## config.mk

```make
export PLATFORM = sky130hd
export DESIGN_NAME = control_unit
export DESIGN_NICKNAME = d
export VERILOG_FILES = /design/src/dram_pkg.sv /design/src/addr_mapper.sv /design/src/row_open.sv /design/src/init_state.sv /design/src/timing_signal.sv /design/src/command_fsm.sv /design/src/control_unit.sv
export VERILOG_INCLUDE_DIRS = /design/src
export SDC_FILE = /design/constraint.sdc
export NUM_CORES = 1
export LEC_CHECK = 0
export ABC_AREA = 1
export BUFFER_PORTS_ARGS = -buffer_cell sky130_fd_sc_hd__buf_2
export CORE_ASPECT_RATIO = 1.75
export CORE_MARGIN = 4
export CORE_UTILIZATION = 45
export CTS_CLUSTER_SIZE = 30
export DETAILED_ROUTE_END_ITERATION = 7
export GPL_ROUTABILITY_DRIVEN = 0
export PLACE_DENSITY_LB_ADDON = 0.15
export SKIP_CTS_REPAIR_TIMING = 1
export SYNTH_ARGS = -nofsm -noshare
export SYNTH_HDL_FRONTEND = slang
export SYNTH_HIERARCHICAL = 1
export SYNTH_SLANG_ARGS = --single-unit
```

## constraint.sdc

```tcl
create_clock -name CLK -period 3.5 [get_ports CLK]
set_input_delay 0 -clock CLK [delete_from_list [all_inputs] [get_ports CLK]]
set_output_delay 0 -clock CLK [all_outputs]
set_load 0.05 [all_outputs]
```

## src/dram_defines.svh

```systemverilog
`ifndef DRAM_DEFINES_SVH
`define DRAM_DEFINES_SVH

// Arbiter byte address and the x8 field split
`define ADDR_W    32
`define OFFSET_W  3
`define COL_W     7
`define BANK_W    2
`define BG_W      2
`define ROW_W     15
`define RANK_W    1

// Counter widths for the per-state and refresh counters
`define CNT_W     4
`define REFI_W    8

// Power-up sequence lengths in clock cycles
`define T_INIT    8
`define T_MRS     4
`define T_ZQ      6

// Command timings in clock cycles
`define T_RP      3
`define T_RCD     3
`define T_CL      4
`define T_WR      4
`define T_RFC     6
`define T_REFI    200

`endif

```

## src/dram_pkg.sv

```systemverilog
`include "dram_defines.svh"

package dram_pkg;

    // Init states first, then the command states
    typedef enum logic [3:0] {
        POWER_UP,
        CKE_WAIT,
        MRS_LOAD,
        ZQ_CAL,
        IDLE,
        PRECHARGE,
        ACTIVATE,
        READ,
        WRITE,
        REFRESH
    } dram_state_t;

    typedef enum logic [1:0] {
        ROW_CLOSED   = 2'b00,
        ROW_HIT      = 2'b01,
        ROW_CONFLICT = 2'b11
    } row_stat_t;

    typedef struct packed {
        logic [`RANK_W-1:0]   rank;
        logic [`BG_W-1:0]     bg;
        logic [`BANK_W-1:0]   bank;
        logic [`ROW_W-1:0]    row;
        logic [`COL_W-1:0]    col;
        logic [`OFFSET_W-1:0] offset;
    } dram_addr_t;

    typedef struct packed {
        logic               ren;
        logic               wen;
        logic [`ADDR_W-1:0] addr;
    } arb_req_t;

    // Strobes toward the data-transfer block
    typedef struct packed {
        logic                 wr_en;
        logic                 rd_en;
        logic                 clear;
        logic [`OFFSET_W-1:0] offset;
    } xfer_t;

    // Column here is the column joined with the burst offset
    typedef struct packed {
        dram_state_t                   state;
        dram_state_t                   nstate;
        logic [`RANK_W-1:0]            rank;
        logic [`BG_W-1:0]              bg;
        logic [`BANK_W-1:0]            bank;
        logic [`ROW_W-1:0]             row;
        logic [`COL_W+`OFFSET_W-1:0]   col;
        logic                          rf_req;
    } dram_sig_t;

    typedef struct packed {
        logic act_done;
        logic pre_done;
        logic rd_done;
        logic wr_done;
        logic ref_done;
        logic rf_req;
    } timing_t;

endpackage

```

## src/addr_mapper.sv

```systemverilog
`timescale 1ns/1ps

`include "dram_defines.svh"

module addr_mapper import dram_pkg::*; (
    input  logic [`ADDR_W-1:0] addr,
    output dram_addr_t         amap
);

    // Bit positions of each field, lowest field first
    localparam int COL_LSB  = `OFFSET_W;
    localparam int BANK_LSB = COL_LSB + `COL_W;
    localparam int BG_LSB   = BANK_LSB + `BANK_W;
    localparam int ROW_LSB  = BG_LSB + `BG_W;
    localparam int RANK_LSB = ROW_LSB + `ROW_W;

    // x8 order: offset, column, bank, bank group, row, rank
    // The top two address bits are not mapped
    always_comb begin
        amap.offset = addr[0 +: `OFFSET_W];
        amap.col    = addr[COL_LSB +: `COL_W];
        amap.bank   = addr[BANK_LSB +: `BANK_W];
        amap.bg     = addr[BG_LSB +: `BG_W];
        amap.row    = addr[ROW_LSB +: `ROW_W];
        amap.rank   = addr[RANK_LSB +: `RANK_W];
    end

endmodule

```

## src/row_open.sv

```systemverilog
`timescale 1ns/1ps

`include "dram_defines.svh"

module row_open import dram_pkg::*; (
    input  logic               CLK,
    input  logic               reset,
    input  logic [`BG_W-1:0]   bg,
    input  logic [`BANK_W-1:0] bank,
    input  logic [`ROW_W-1:0]  row,
    input  logic               req_en,
    input  logic               row_resolve,
    input  logic               row_close,
    input  logic               refresh,
    output row_stat_t          row_stat,
    output logic [`ROW_W-1:0]  conflict_row
);

    localparam int NUM_BANKS = 1 << (`BG_W + `BANK_W);

    logic [NUM_BANKS-1:0]                    open_vld;
    logic [NUM_BANKS-1:0][`ROW_W-1:0]        open_row;
    logic [`BG_W+`BANK_W-1:0]                idx;

    assign idx = {bg, bank};

    // Refresh closes every bank at once
    always_ff @(posedge CLK) begin
        if (reset || refresh) begin
            open_vld <= '0;
        end else if (row_resolve) begin
            open_vld[idx] <= 1'b1;
        end else if (row_close) begin
            open_vld[idx] <= 1'b0;
        end
    end

    always_ff @(posedge CLK) begin
        if (row_resolve) begin
            open_row[idx] <= row;
        end
    end

    always_comb begin
        row_stat = ROW_CLOSED;
        if (req_en && open_vld[idx]) begin
            row_stat = (open_row[idx] == row) ? ROW_HIT : ROW_CONFLICT;
        end
    end

    // Row to precharge, only meaningful on a conflict
    assign conflict_row = (row_stat == ROW_CONFLICT) ? open_row[idx] : '0;

    a_resolve_close_excl: assert property (@(posedge CLK) disable iff (reset)
        !(row_resolve && row_close));

endmodule

```

## src/init_state.sv

```systemverilog
`timescale 1ns/1ps

`include "dram_defines.svh"

module init_state import dram_pkg::*; (
    input  logic        CLK,
    input  logic        reset,
    input  logic        init,
    output logic        init_done,
    output dram_state_t init_st,
    output dram_state_t init_nst
);

    localparam logic [`CNT_W-1:0] INIT_LAST = `T_INIT - 1;
    localparam logic [`CNT_W-1:0] MRS_LAST  = `T_MRS - 1;
    localparam logic [`CNT_W-1:0] ZQ_LAST   = `T_ZQ - 1;

    logic              running;
    logic [`CNT_W-1:0] cnt;
    logic              step;

    // Last cycle of the current power-up step
    assign step = running && (cnt == '0);

    always_comb begin
        init_nst = init_st;
        if (step) begin
            case (init_st)
                POWER_UP: init_nst = CKE_WAIT;
                CKE_WAIT: init_nst = MRS_LOAD;
                MRS_LOAD: init_nst = ZQ_CAL;
                ZQ_CAL:   init_nst = IDLE;
                default:  init_nst = init_st;
            endcase
        end
    end

    always_ff @(posedge CLK) begin
        if (reset) begin
            init_st   <= POWER_UP;
            cnt       <= INIT_LAST;
            running   <= 1'b0;
            init_done <= 1'b0;
        end else begin
            init_st <= init_nst;
            // Sequence starts the cycle after the request is seen
            if (init && !init_done && !running) begin
                running <= 1'b1;
            end
            if (step) begin
                case (init_nst)
                    CKE_WAIT: cnt <= INIT_LAST;
                    MRS_LOAD: cnt <= MRS_LAST;
                    ZQ_CAL:   cnt <= ZQ_LAST;
                    default:  cnt <= '0;
                endcase
                if (init_st == ZQ_CAL) begin
                    running   <= 1'b0;
                    init_done <= 1'b1;
                end
            end else if (running) begin
                cnt <= cnt - 1'b1;
            end
        end
    end

    // The request drops as soon as power-up is complete
    a_req_dropped: assert property (@(posedge CLK) disable iff (reset)
        init_done |-> !init);

endmodule

```

## src/timing_signal.sv

```systemverilog
`timescale 1ns/1ps

`include "dram_defines.svh"

module timing_signal import dram_pkg::*; (
    input  logic        CLK,
    input  logic        reset,
    input  dram_state_t cmd_st,
    input  dram_state_t cmd_nst,
    input  logic        ram_wait,
    output timing_t     tim,
    output logic        wr_en,
    output logic        rd_en,
    output logic        clear
);

    localparam logic [`REFI_W-1:0] REFI_LAST = `T_REFI - 1;

    logic [`CNT_W-1:0]  cnt;
    logic [`REFI_W-1:0] ref_cnt;
    logic               rf_req;
    logic               ram_wait_q;
    logic               last;

    // Value loaded on entry so that zero marks the final cycle
    function automatic logic [`CNT_W-1:0] state_last(input dram_state_t st);
        case (st)
            PRECHARGE: return `T_RP - 1;
            ACTIVATE:  return `T_RCD - 1;
            READ:      return `T_CL - 1;
            WRITE:     return `T_WR - 1;
            REFRESH:   return `T_RFC - 1;
            default:   return '0;
        endcase
    endfunction

    assign last = (cnt == '0);

    always_ff @(posedge CLK) begin
        if (reset) begin
            cnt        <= '0;
            ref_cnt    <= '0;
            rf_req     <= 1'b0;
            ram_wait_q <= 1'b0;
        end else begin
            ram_wait_q <= ram_wait;
            if (cmd_nst != cmd_st) begin
                cnt <= state_last(cmd_nst);
            end else if (!last) begin
                cnt <= cnt - 1'b1;
            end
            ref_cnt <= (ref_cnt == REFI_LAST) ? '0 : ref_cnt + 1'b1;
            // Refresh request holds until the refresh itself completes
            if (tim.ref_done) begin
                rf_req <= 1'b0;
            end
            if (ref_cnt == REFI_LAST) begin
                rf_req <= 1'b1;
            end
        end
    end

    always_comb begin
        tim.act_done = (cmd_st == ACTIVATE) && last;
        tim.pre_done = (cmd_st == PRECHARGE) && last;
        tim.rd_done  = (cmd_st == READ) && last;
        tim.wr_done  = (cmd_st == WRITE) && last;
        tim.ref_done = (cmd_st == REFRESH) && last;
        tim.rf_req   = rf_req;
    end

    assign rd_en = (cmd_st == READ);
    assign wr_en = (cmd_st == WRITE);
    // Falling edge of ram_wait ends the transfer
    assign clear = ram_wait_q && !ram_wait;

    // A timed state is left exactly in its final counted cycle
    a_leave_on_last: assert property (@(posedge CLK) disable iff (reset)
        (cmd_st inside {PRECHARGE, ACTIVATE, READ, WRITE, REFRESH}) |->
        ((cmd_nst != cmd_st) == last));

endmodule

```

## src/command_fsm.sv

```systemverilog
`timescale 1ns/1ps

`include "dram_defines.svh"

module command_fsm import dram_pkg::*; (
    input  logic        CLK,
    input  logic        reset,
    input  arb_req_t    req,
    input  row_stat_t   row_stat,
    input  timing_t     tim,
    input  logic        init_done,
    output logic        init_req,
    output logic        row_resolve,
    output logic        row_close,
    output logic        ram_wait,
    output dram_state_t cmd_st,
    output dram_state_t cmd_nst
);

    logic req_any;

    assign req_any = req.ren || req.wen;

    always_ff @(posedge CLK) begin
        if (reset) begin
            cmd_st <= IDLE;
        end else begin
            cmd_st <= cmd_nst;
        end
    end

    always_comb begin
        cmd_nst = cmd_st;
        case (cmd_st)
            IDLE: begin
                // Refresh wins over a waiting request
                if (!init_done) begin
                    cmd_nst = IDLE;
                end else if (tim.rf_req) begin
                    cmd_nst = REFRESH;
                end else if (req_any) begin
                    case (row_stat)
                        ROW_CONFLICT: cmd_nst = PRECHARGE;
                        ROW_HIT:      cmd_nst = req.wen ? WRITE : READ;
                        default:      cmd_nst = ACTIVATE;
                    endcase
                end
            end
            PRECHARGE: begin
                if (tim.pre_done) begin
                    cmd_nst = ACTIVATE;
                end
            end
            ACTIVATE: begin
                if (tim.act_done) begin
                    cmd_nst = req.wen ? WRITE : READ;
                end
            end
            READ: begin
                if (tim.rd_done) begin
                    cmd_nst = IDLE;
                end
            end
            WRITE: begin
                if (tim.wr_done) begin
                    cmd_nst = IDLE;
                end
            end
            REFRESH: begin
                if (tim.ref_done) begin
                    cmd_nst = IDLE;
                end
            end
            default: cmd_nst = IDLE;
        endcase
    end

    assign init_req    = (cmd_st == IDLE) && !init_done;
    assign row_resolve = tim.act_done;
    assign row_close   = tim.pre_done;
    // Drops for one cycle as the data burst finishes
    assign ram_wait    = req_any && !(tim.rd_done || tim.wr_done);

    a_no_rd_wr: assert property (@(posedge CLK) disable iff (reset)
        !(req.ren && req.wen));

endmodule

```

## src/control_unit.sv

```systemverilog
`timescale 1ns/1ps

`include "dram_defines.svh"

module control_unit import dram_pkg::*; (
    input  logic      CLK,
    input  logic      reset,
    input  arb_req_t  req,
    output logic      ram_wait,
    output xfer_t     xfer,
    output dram_sig_t sig
);

    dram_addr_t        amap;
    row_stat_t         row_stat;
    logic [`ROW_W-1:0] conflict_row;
    logic              init_req;
    logic              init_done;
    dram_state_t       init_st;
    dram_state_t       init_nst;
    dram_state_t       cmd_st;
    dram_state_t       cmd_nst;
    timing_t           tim;
    logic              row_resolve;
    logic              row_close;
    logic              wr_en;
    logic              rd_en;
    logic              clear;

    addr_mapper u_addr (.addr(req.addr), .amap(amap));

    row_open u_row (
        .CLK(CLK), .reset(reset), .bg(amap.bg), .bank(amap.bank), .row(amap.row),
        .req_en(req.ren || req.wen), .row_resolve(row_resolve), .row_close(row_close),
        .refresh(tim.ref_done), .row_stat(row_stat), .conflict_row(conflict_row)
    );

    init_state u_init (
        .CLK(CLK), .reset(reset), .init(init_req), .init_done(init_done),
        .init_st(init_st), .init_nst(init_nst)
    );

    command_fsm u_cmd (
        .CLK(CLK), .reset(reset), .req(req), .row_stat(row_stat), .tim(tim),
        .init_done(init_done), .init_req(init_req), .row_resolve(row_resolve),
        .row_close(row_close), .ram_wait(ram_wait), .cmd_st(cmd_st), .cmd_nst(cmd_nst)
    );

    timing_signal u_tim (
        .CLK(CLK), .reset(reset), .cmd_st(cmd_st), .cmd_nst(cmd_nst), .ram_wait(ram_wait),
        .tim(tim), .wr_en(wr_en), .rd_en(rd_en), .clear(clear)
    );

    always_comb begin
        xfer.wr_en  = wr_en;
        xfer.rd_en  = rd_en;
        xfer.clear  = clear;
        xfer.offset = amap.offset;
    end

    // Init sequencer owns the state lines until power-up completes
    always_comb begin
        sig.state  = init_done ? cmd_st : init_st;
        sig.nstate = init_done ? cmd_nst : init_nst;
        sig.rank   = amap.rank;
        sig.bg     = amap.bg;
        sig.bank   = amap.bank;
        sig.col    = {amap.col, amap.offset};
        sig.rf_req = tim.rf_req;
        // Precharge needs the row that is open, not the requested one
        sig.row    = (row_stat == ROW_CONFLICT) ? conflict_row : amap.row;
    end

endmodule

```

---- Word-level counts from Yosys, hierarchy flattened ----
Index checks and enable logic that the tools add are counted.
storage, ports and cells
  input bits .............................. 36
  logic and storage cells ................. 127
  register bits ........................... 284
  output and inout bits ................... 46
operators by class
  mux-type cells .......................... 40
  equality and inequality tests ........... 23
  $lt $le $gt $ge ......................... 2
  $add $sub $neg .......................... 3
  bitwise gates (word level) .............. 3
  reduce and logical (&&, ||, !) cells .... 30
operator list
  operator             number
  $bwmux 240           1
  $mux 4               16
  $bmux 15 s4          1
  $demux 15 s4         1
  $mux 15              3
  $mux 16              2
  $eq 4x3->1 const B   7
  $pmux 4 s6           1
  $pmux 3 s3           2
  $and 16x16->16       1
  $eq 4x2->1 const B   4
  $eq 4x4->1 const B   4
  $not 16->16          1
  $or 16x16->16        1
  $pmux 4 s4           1
  $eq 15x15->1         1
  $logic_and 1x1->1    13
  $logic_not 4->1      3
  $add 8x1->8 const B  1
  $eq 4x1->1 const B   2
  $eq 8x8->1 const B   1
  $pmux 4 s2           1
  $sub 4x1->4 const B  2
  $mux 1               7
  other kinds (14)     24

---- Logic depth before layout (Yosys ltp) ----
Gate-level depths: netlist of the first run.
  word-level depth ........................ 15
  depth in mapped cells ................... 35
  mapped depth without buffers ............ 32

---- Hierarchy ----
The synthesis of the first run kept the hierarchy.
modules (own cells, without submodules)
  module         times used  seq. area each (um^2)  area an instance (um^2)  cells each
  row_open       1           7527.2                 10796.6                  1070
  timing_signal  1           280.3                  833.3                    122
  init_state     1           200.2                  578.1                    77
  command_fsm    1           80.1                   456.7                    84
  control_unit   1           0.0                    437.9                    83
  addr_mapper    1           0.0                    225.2                    30

---- Least setup slack after synthesis of the first run ----
OpenSTA, ideal clock, no wires.
  path type ............................... input to register
  from .................................... input port req[11] (netlist name)
  to ...................................... register u_tim.cnt[1]
  arrival ................................. 2.720 ns
  data required time ...................... 3.389 ns
  path buffers ............................ 4
  cell stages on the path ................. 33
  library setup time ...................... 0.111 ns
  path slack .............................. 0.669 ns
  cell sequence ........................... buf_4 -> buf_2 -> buf_1 -> nand2_1 -> nand2_1 -> nand2_1 -> nand2_1 -> nor2_1 -> nand2_1 -> nand2_1 -> nor2_1 -> nand2_1 -> nor2_1 -> nand2_1 -> nand2_2 -> buf_6 -> inv_2 -> inv_1 -> nand2_1 -> nand3_1 -> nand2_1 -> nor2_1 -> nor2_1 -> inv_1 -> inv_1 -> nand2_1 -> nand2_2 -> nor2_4 -> nand2_2 -> nand2_1 -> nand2_1 -> nor2_1 -> nor2_1
between the ends
  cells in the longest elaborated chain, start to end .. 15
  elaborated cells on any way between the ends .. 26
  classes of those cells .................. 10 x eq/ne; 13 x mux; 3 x reduce/logical
RTL lines
  element                                          line                 text
  start: declaration                               control_unit.sv:8    input arb_req_t req,
  $bmux 15 s4                                      row_open.sv:47       row_stat = (open_row[idx] == row) ? ROW_HIT : ROW_CONFLICT;
  $mux 15 (implied by the code)                    row_open.sv:47
  $eq 15x15->1                                     row_open.sv:47
  $mux 2                                           row_open.sv:47
  $mux 2 *                                         row_open.sv:46       if (req_en && open_vld[idx]) begin
  named net row_stat[1]                            control_unit.sv:15   row_stat_t row_stat;
  $eq 2x1->1 / $eq 2x2->1 (equally long branches)  command_fsm.sv:42    case (row_stat)
  $pmux 4 s2 *                                     command_fsm.sv:42
  $mux 4 *                                         command_fsm.sv:41    end else if (req_any) begin
  $mux 4 *                                         command_fsm.sv:39    end else if (tim.rf_req) begin
  $mux 4 *                                         command_fsm.sv:37    if (!init_done) begin
  $pmux 4 s6 *                                     command_fsm.sv:34    case (cmd_st)
  named net cmd_nst[1]                             control_unit.sv:22   dram_state_t cmd_nst;
  $eq 4x3->1 / $eq 4x4->1 (equally long branches)  timing_signal.sv:27  case (st)
  $reduce_or 2->1 (no source line)                 n/a
  $pmux 3 s3                                       timing_signal.sv:27
  $mux 4                                           timing_signal.sv:47  if (cmd_nst != cmd_st) begin
  end signal: assignment                           timing_signal.sv:48  cnt <= state_last(cmd_nst);
  end signal: assignment                           timing_signal.sv:50  cnt <= cnt - 1'b1;
  end: declaration                                 timing_signal.sv:19  logic [`CNT_W-1:0] cnt;
Mark *: on every way through the listed nets, which the timed path passes. The rest lies on a longest branch. The select of a mux whose other input is x is not followed.
A chain may end at the register's enable or synchronous reset.

==> results of run 1 <==
[stage by stage]
stage                     setup slack [ns]  cells   util  area (um2)
after floorplan                      0.669   1466      -       13300
after global placement               0.226   1871  0.483       14100
after detailed placement             0.242   1871  0.483       14100
after CTS                            0.324   1919  0.513       15000
after global routing                0.0222   1935  0.518       15200
final                                0.395   1935  0.518       15200
[flip-flops by register name (all words and copies together), names as in the netlist, 4 cells and up, named ones only]
| register | count |
|---|---|
| u_row/open_row | 240 |
| u_cmd/cmd_st | 4 |
| u_tim/ref_cnt | 8 |
| u_init/init_st | 4 |
| u_init/cnt | 4 |
| u_tim/cnt | 4 |
[routing by layer]
layer	vias up	global-route usage	wire [um]
li1	4866	-	-
met1	4698	0.234	12900
met2	216	0.387	18200
met3	69	0.0211	1350
met4	0	0.0878	1370
met5	-	0	0
[power by group]
part           total (mW)  internal, mW  switching (mW)  leakage [nW]
Sequential           3.70          3.68          0.0157          2.51
Clock                2.87          1.67            1.20         0.424
Combinational       0.634         0.200           0.435          3.42
[final cells by class]
type	count	area, um2
Clock inverter	11	106
Multi-Input combinational cell	1008	4400
Clock buffer	37	764
Inverter	81	305
Timing Repair Buffer	132	1030
Sequential cell	284	8090
Fill cell	2726	14100
Tap cell	382	478
[kinds of logic (layout without fill, tap and decap cells)]
logic type	count (synthesis)	in the layout
XOR/XNOR	5	5
AND/OR/NAND/NOR	904	904
AO/OA/AOI/OAI	95	95
buffers and inverters	174	261
flip-flops	284	284
adder cells (fa/ha/maj)	4	4
[critical path, stage by stage (launching register included)]
cell and delay (ns):
edfxtp_1 0.36, nand2_1 0.07, nand2_1 0.05, nand2_1 0.05, nand3_1 0.08, nand2_1 0.07, nand2_1 0.10, o21bai_1 0.14
nand2_1 0.06, nor2_1 0.22, nand2_1 0.09, nor2_1 0.09, nand2_1 0.12, nand2_2 0.09, inv_2 0.04, inv_1 0.07
nand2_1 0.06, nand3_1 0.08, nand2_1 0.05, nor2_1 0.08, nor2_1 0.06, inv_1 0.07, buf_4 0.13, nand2_1 0.05
o21ai_0 0.08, buf_4 0.22
[final timing paths]
kind,to,depth (start not counted),startpoint,slack [ns]
worst max-delay path,sig[32],25,u_row/open_row[134],0.39
worst min-delay path,u_cmd/cmd_st[1],7,req[33],-0.006
worst max register to register,u_tim/cnt[1],28,u_row/open_row[134],0.49
worst min register to register,u_tim/ref_cnt[0],1,u_tim/ref_cnt[0],0.47
[placed cells by master (no fill, tap or decap), types with 5 or more instances in the layout]
cell type,Yosys,layout
nor2_2,8,26
o21bai_1,11,11
inv_1,64,64
edfxtp_1,240,240
a21oi_1,33,33
nor2_1,94,76
nor2_4,5,5
o21ai_0,31,31
buf_12,0,10
o21ai_1,6,6
nand3_1,69,69
dfxtp_1,44,44
clkinv_1,3,7
nand2_1,684,684
nand2_2,15,15
inv_2,13,13
nor4_1,5,5
a22oi_1,8,8
clkbuf_16,0,28
buf_2,16,52
nand4_1,7,7
buf_4,42,54
clkbuf_1,20,6
dlygate4sd3_1,0,16
==> impl_metrics.json, run 1 <==
{
  "hp-class": "primary input to flip-flop",
  "synth_top_area_share": 0.541,
  "die-area_mm2": 0.0325,
  "synth-adder-area-share": 0.00376,
  "setup.worst_path.start_class": "flip-flop",
  "maxCapViolations": 0,
  "root_buffer": "clkbuf_16",
  "rsz0062_at_grt": "no",
  "synthArstFlopShare": 0,
  "synth_area_mm2": 0.0133,
  "num_antenna_cells": 0,
  "p_per_area_mw_per_mm2": 474,
  "clkSlewWorstSetupHoldPaths_ns": 0.07,
  "area_growth_pct": 13.8,
  "yosys-top-cells-count": "nand2_1, edfxtp_1, nor2_1",
  "drtIter0Drc": 583,
  "p_total_mw": 7.20,
  "grt_pass1_vias": 9519,
  "worst_pin_slew_ns": 0.637,
  "timing.final.crit_period_ns": 3.11,
  "numCtsBuffers": 26,
  "muxShareOfSynthArea": 0,
  "die_w_um": 138,
  "finalMaxSlewViolations": 0,
  "num_rows": 83,
  "wirelength_um": 33800,
  "finalSetupTns_ns": 0,
  "grt_usage": 0.206,
  "synth_edf_count": 240,
  "synth_seq_cells": 284,
  "violations": "negative hold slack",
  "antenna_found_initial": 0,
  "status": "complete, but fails checks",
  "clk_path_buf_depth": 3,
  "arrival_ns": 3.11,
  "synthDistinctLibCells": 43,
  "clk_latency_ns": 0.53,
  "cts_tree": "yes",
  "min_period_over_period": 0.887,
  "worstPathMaxFanout": 4,
  "grt_first_pass_wirelength_um": 52400,
  "synth_xor_xnor_area_share": 0.00329,
  "overflow": 0,
  "ios": 82,
  "vdd_drop_max_uv": 310,
  "syn_area_per_cell_um2": 9.09,
  "yosysTopAreaCell": "edfxtp_1",
  "syn_nets": 1506,
  "synth.most_common_cell": "nand2_1",
  "crit_path_end_kind": "primary output",
  "finClkSkew_ns": 0.0140,
  "final_layout_size_suffix_gt1_frac": 0.146,
  "remaining_drc_errors": 0,
  "finalHoldViolCount": 2,
  "grt_start_max_net_pins": 77,
  "wire_per_inst_um": 17.5,
  "holdWs_ns": -0.00649,
  "fin_nets": 1573,
  "place_hpwl_um": 22200,
  "core_area_mm2": 0.0293,
  "final_antenna_net_count": 0,
  "vias": 9849,
  "syn_inst": 1466,
  "p_leak_nw": 6.36,
  "relSlewSlack": 0.572,
  "synth_warnings": 6,
  "fp.dieH_um": 236,
  "synthSimpleGateAreaFrac": 0.279,
  "critPathRequiredTime_ns": 3.50,
  "htreeDepth": 1,
  "synth_top_family_by_area": "simple AND/OR/NAND/NOR gates",
  "synth.area.top_cells": "edfxtp_1, nand2_1, dfxtp_1",
  "cts.sinks": 284,
  "synth_ff_type": "edfxtp_1",
  "routed_via_density": 5.09,
  "port_buffers": 54,
  "start_util": 0.455,
  "yosysSeqAreaShare": 0.607,
  "setup_viol": 0,
  "max_freq_ghz": 0.322,
  "synth_compound_area_frac": 0.0411,
  "critPathKind": "flip-flop to primary output",
  "dr.pass1.iters": 5
}
Note: power is estimated with default switching activity, not from simulation.
==> inputs of run 2 (changes only) <==
Settings changed: PLACE_DENSITY_LB_ADDON 0.15 to unset.
==> run 2 against run 1 <==
Net effect: the flow still finishes with violations (negative hold slack); die area stayed put; worst hold slack worse by 0.025 ns; clock power fell by 5%; sequential share of layout area rose by 0.25 points; flip-flop and latch count is the same; critical endpoint unchanged.
==> impl_metrics.json, run 2 (synthesis gave the netlist of run 1 again) <==
{
  "status": "complete, but fails checks",
  "violations": "negative hold slack",
  "maxCapViolations": 0,
  "ios": 82,
  "core_area_mm2": 0.0293,
  "grt_pass1_vias": 9653,
  "multi_input_area_mm2": 0.00439,
  "wirelength_um": 34100,
  "regArea_mm2": 0.00809,
  "remaining_drc_errors": 0,
  "finalMaxSlewViolations": 0,
  "max_flop_register": "u_row/open_row",
  "grt_usage": 0.205,
  "p_per_area_mw_per_mm2": 468,
  "drtIter0Drc": 679,
  "crit_top_cell": "nand2_1",
  "setup.worst_path.start_class": "flip-flop",
  "overflow": 0,
  "p_leak_nw": 6.32,
  "max_freq_ghz": 0.321,
  "switchingPower_mw": 1.67,
  "finalSetupTns_ns": 0,
  "numCtsBuffers": 26,
  "routed_via_density": 5.16,
  "grt_start_max_net_pins": 52,
  "p_sw_frac": 0.237,
  "die_w_um": 138,
  "htreeDepth": 1,
  "num_rows": 83,
  "antenna_found_initial": 0,
  "clkSlewWorstSetupHoldPaths_ns": 0.07,
  "final_antenna_net_count": 0,
  "root_buffer": "clkbuf_16",
  "arrival_ns": 3.11,
  "seq_power_share": 0.524,
  "slowest_stage": "edfxtp_1",
  "die-area_mm2": 0.0325,
  "min_period_over_period": 0.889,
  "wire_per_inst_um": 17.7,
  "place_hpwl_um": 21700,
  "nFillCells": 2764,
  "worstPathMaxFanout": 4,
  "internal-power_mw": 5.39,
  "finClkSkew_ns": 0.0169,
  "hp-class": "primary input to flip-flop",
  "largest_registers": "u_row/open_row: 240 flops, u_tim/ref_cnt: 8 flops",
  "fin_nets": 1570,
  "clk_path_buf_depth": 3,
  "crit_path_end_kind": "primary output",
  "worst_pin_slew_ns": 0.687,
  "fp.dieH_um": 236,
  "timing.final.crit_period_ns": 3.11,
  "critPathRequiredTime_ns": 3.50,
  "num_antenna_cells": 0,
  "rsz0062_at_grt": "no",
  "slowest_delay_ns": 0.37,
  "p_comb_frac": 0.091,
  "largest_reg_flops": 240,
  "grt_first_pass_wirelength_um": 52700,
  "finalHoldViolCount": 1,
  "cts_tree": "yes",
  "port_buffers": 54,
  "path_delay_family": "simple AND/OR/NAND/NOR gates",
  "holdWs_ns": -0.0312,
  "dr.pass1.iters": 5,
  "mostFrequentLayoutCells": "nand2_1, edfxtp_1, nor2_1",
  "critPathKind": "flip-flop to primary output",
  "vdd_drop_max_uv": 351,
  "clk_latency_ns": 0.55,
  "cts.sinks": 284,
  "final_layout_size_suffix_gt1_frac": 0.140,
  "setup_viol": 0,
  "relSlewSlack": 0.538,
  "p_total_mw": 7.06,
  "start_util": 0.455,
  "cp_num_buf_inv": 5,
  "vias": 9965,
  "clkPwrFrac": 0.386,
  "area_growth_pct": 13.3,
  "layout_commonest_cell": "nand2_1"
}
[run 2: changes by cell type in the layout (fill, tap and decap cells not counted), sizes merged]
cell      delta
clkbuf       +3
clkinv       -4
clkinvlp     +1
buf          -3
inv          +1
bufinv       -2
[run 2: layer usage]
layer  routed length, um  global-route usage  vias up
li1                    -                   -     4861
met5                   0                   0        -
met2               18700               0.395      267
met1               13000               0.234     4782
met4                 845              0.0629        0
met3                1600              0.0240       55
[run 2: path summary, 6_finish.rpt]
| path | start | endpoint | slack (ns) | cells past startpoint |
|---|---|---|---|---|
| hold / removal | req[32] | u_cmd/cmd_st[0] | -0.03 | 6 |
| setup reg to reg | u_row/open_row[18] | u_tim/cnt[1] | 0.55 | 28 |
| hold reg to reg | u_tim/ref_cnt[0] | u_tim/ref_cnt[0] | 0.46 | 1 |
| setup / recovery | u_row/open_row[18] | sig[32] | 0.39 | 25 |
[run 2: power by group through the flow]
stage	Sequential, mW	Combinational (mW)	Clock (mW)
2_1_floorplan	3.77	0.493	0
3_3_place_gp	3.77	0.621	0
3_5_place_dp	3.77	0.630	0
4_1_cts	3.70	0.632	2.79
5_1_grt	3.70	0.718	2.92
6_report	3.70	0.640	2.72
[run 2: per-stage QoR]
step	hold WS (ns)	instances	cell area [um2]	util	setup slack, ns
3_3_place_gp	0.000526	1868	14100	0.482	0.243
4_1_cts	-0.294	1915	14900	0.510	0.320
5_1_grt	0.0000639	1931	15100	0.516	0.0364
6_report	-0.0312	1931	15100	0.516	0.388
3_5_place_dp	0.000526	1868	14100	0.482	0.212
2_1_floorplan	0.0669	1466	13300	-	0.669
[run 2: cell type report]
cell class                      count  area share
Clock buffer                       40      0.0506
Clock inverter                      7     0.00298
Inverter                           81      0.0202
Multi-Input combinational cell   1008       0.291
Sequential cell                   284       0.536
Tap cell                          382      0.0317
Timing Repair Buffer              129      0.0681
[run 2: worst min-delay path: stages]
cell and delay, ns:
buf_2 0.13, nand2_1 0.06, nand3_1 0.08, nand2_1 0.05, nand2_1 0.07, a21oi_1 0.06
==> inputs of run 3 (changes only) <==
Clock period 3.5 ns to 3 ns, I/O delays scaled along.
==> run 3 against run 2 <==
Net effect: the flow finishes with violations (negative setup slack); sequential share of layout area fell by 3.1 points; design area grew 6.1%; worst setup slack worse by 0.44 ns; largest power group unchanged.
==> impl_metrics.json, run 3 (synthesis gave the netlist of run 1 again) <==
{
  "max_flop_register": "u_row/open_row",
  "setup.worst_path.start_class": "flip-flop",
  "clk_path_buf_depth": 3,
  "final_layout_size_suffix_gt1_frac": 0.193,
  "grt_first_pass_wirelength_um": 54800,
  "vias": 10200,
  "cts_tree": "yes",
  "grt_pass1_vias": 10000,
  "numCtsBuffers": 27,
  "worst-r2r-cell-count": 29,
  "p_leak_nw": 6.78,
  "final_antenna_net_count": 0,
  "worstHoldStart": "req[29]",
  "mostFrequentLayoutCells": "nand2_1, edfxtp_1, buf_4",
  "core_area_mm2": 0.0293,
  "max_freq_ghz": 0.328,
  "slowest_delay_ns": 0.36,
  "htreeDepth": 1,
  "start_util": 0.455,
  "port_buffers": 54,
  "area_growth_pct": 20.3,
  "finalMaxSlewViolations": 0,
  "hold_depth": 0,
  "slowest_stage": "edfxtp_1",
  "root_buffer": "clkbuf_16",
  "crit_top_cell": "nand2_1",
  "status": "complete, but fails checks",
  "clkSlewWorstSetupHoldPaths_ns": 0.06,
  "setup_viol": 1,
  "largest_registers": "u_row/open_row: 240 flops, u_tim/ref_cnt: 8 flops",
  "hp-class": "primary input to primary output",
  "nFillCells": 2655,
  "finClkSkew_ns": 0.00690,
  "largest_reg_flops": 240,
  "antenna_found_initial": 0,
  "worstPathMaxFanout": 3,
  "crit_path_end_kind": "primary output",
  "grt_usage": 0.214,
  "num_antenna_cells": 0,
  "p_total_mw": 8.62,
  "wl_met2_um": 19800,
  "topRoutingLayerUsed": "met4",
  "met1_length_um": 13600,
  "critPathKind": "flip-flop to primary output",
  "violations": "negative setup slack",
  "grt_start_max_net_pins": 40,
  "layout.cells.non_filler": 2006,
  "reg2reg_from": "u_row/open_row[21]",
  "dr_wl_met3_um": 1670,
  "arrival_ns": 3.05,
  "fp.dieH_um": 236,
  "maxCapViolations": 0,
  "die-area_mm2": 0.0325,
  "wirelength_um": 36200,
  "layout_commonest_cell": "nand2_1",
  "dr.pass1.iters": 5,
  "remaining_drc_errors": 0,
  "startpoint": "u_row/open_row[21]",
  "critPathRequiredTime_ns": 3.00,
  "finalHoldViolCount": 0,
  "path_delay_family": "simple AND/OR/NAND/NOR gates",
  "post-place-cells": 1933,
  "timing.final.crit_period_ns": 3.05,
  "clk_latency_ns": 0.54,
  "place_hpwl_um": 24500,
  "cp.depth": 25,
  "min_period_over_period": 1.02,
  "die_w_um": 138,
  "routed_via_density": 5.09,
  "num_rows": 83,
  "p_per_area_mw_per_mm2": 538,
  "setup_slack_ns": -0.0506,
  "overflow": 0,
  "rsz0062_at_grt": "yes",
  "fin_nets": 1643,
  "cts.sinks": 284,
  "vdd_drop_max_uv": 534,
  "ios": 82,
  "relSlewSlack": 0.602,
  "wire_per_inst_um": 18.1,
  "worst_pin_slew_ns": 0.591,
  "drtIter0Drc": 835,
  "cp_num_buf_inv": 5
}
## run 3: cell count changes in the layout (fill, tap and decap cells not counted), moves of 9 or more
| cell | previous run | this run |
|---|---|---|
| buf_4 | 49 | 112 |
| buf_6 | 0 | 13 |
| buf_2 | 52 | 36 |
| nand2_2 | 15 | 24 |
| buf_12 | 12 | 23 |
| nand2_1 | 684 | 674 |
## run 3: path summary, 6_finish.rpt
path                      endpoint  slack, ns
hold / removal             sig[30]    0.00002
setup reg to reg      u_tim/cnt[0]       0.07
hold reg to reg   u_tim/ref_cnt[0]       0.47
setup / recovery           sig[32]      -0.05
## run 3: layout make-up
cell class	instances	area, um2	area share
multi-input combinational	1009	4490	0.280
tap	382	478	0.0298
inverter	81	305	0.0190
clock buffer	36	709	0.0443
sequential	284	8090	0.505
clock inverter	14	174	0.0109
timing repair buffer	200	1790	0.112
## run 3: layer usage
metal	track usage	up-vias
met4	0.0752	0
li1	-	5007
met1	0.238	4865
met2	0.415	280
met3	0.0258	56
met5	0	-
## run 3: through the flow
| step | hold slack, ns | area [um2] | TNS, ns | setup WS [ns] | utilization |
|---|---|---|---|---|---|
| after floorplan | 0.0669 | 13300 | 0 | 0.169 | - |
| after global placement | 0.000526 | 14800 | -0.269 | -0.102 | 0.504 |
| after detailed placement | 0.000526 | 14800 | -0.444 | -0.137 | 0.504 |
| after CTS | -0.278 | 15600 | -0.937 | -0.181 | 0.534 |
| after global routing | 0.0000639 | 16000 | -2.35 | -0.250 | 0.547 |
| final | 0.0000193 | 16000 | -0.0506 | -0.0506 | 0.547 |
## run 3: report_power, final
group	switching, mW	leakage [nW]	internal, mW
combinational	0.544	3.85	0.316
sequential	0.0189	2.51	4.30
clock	1.43	0.423	2.01
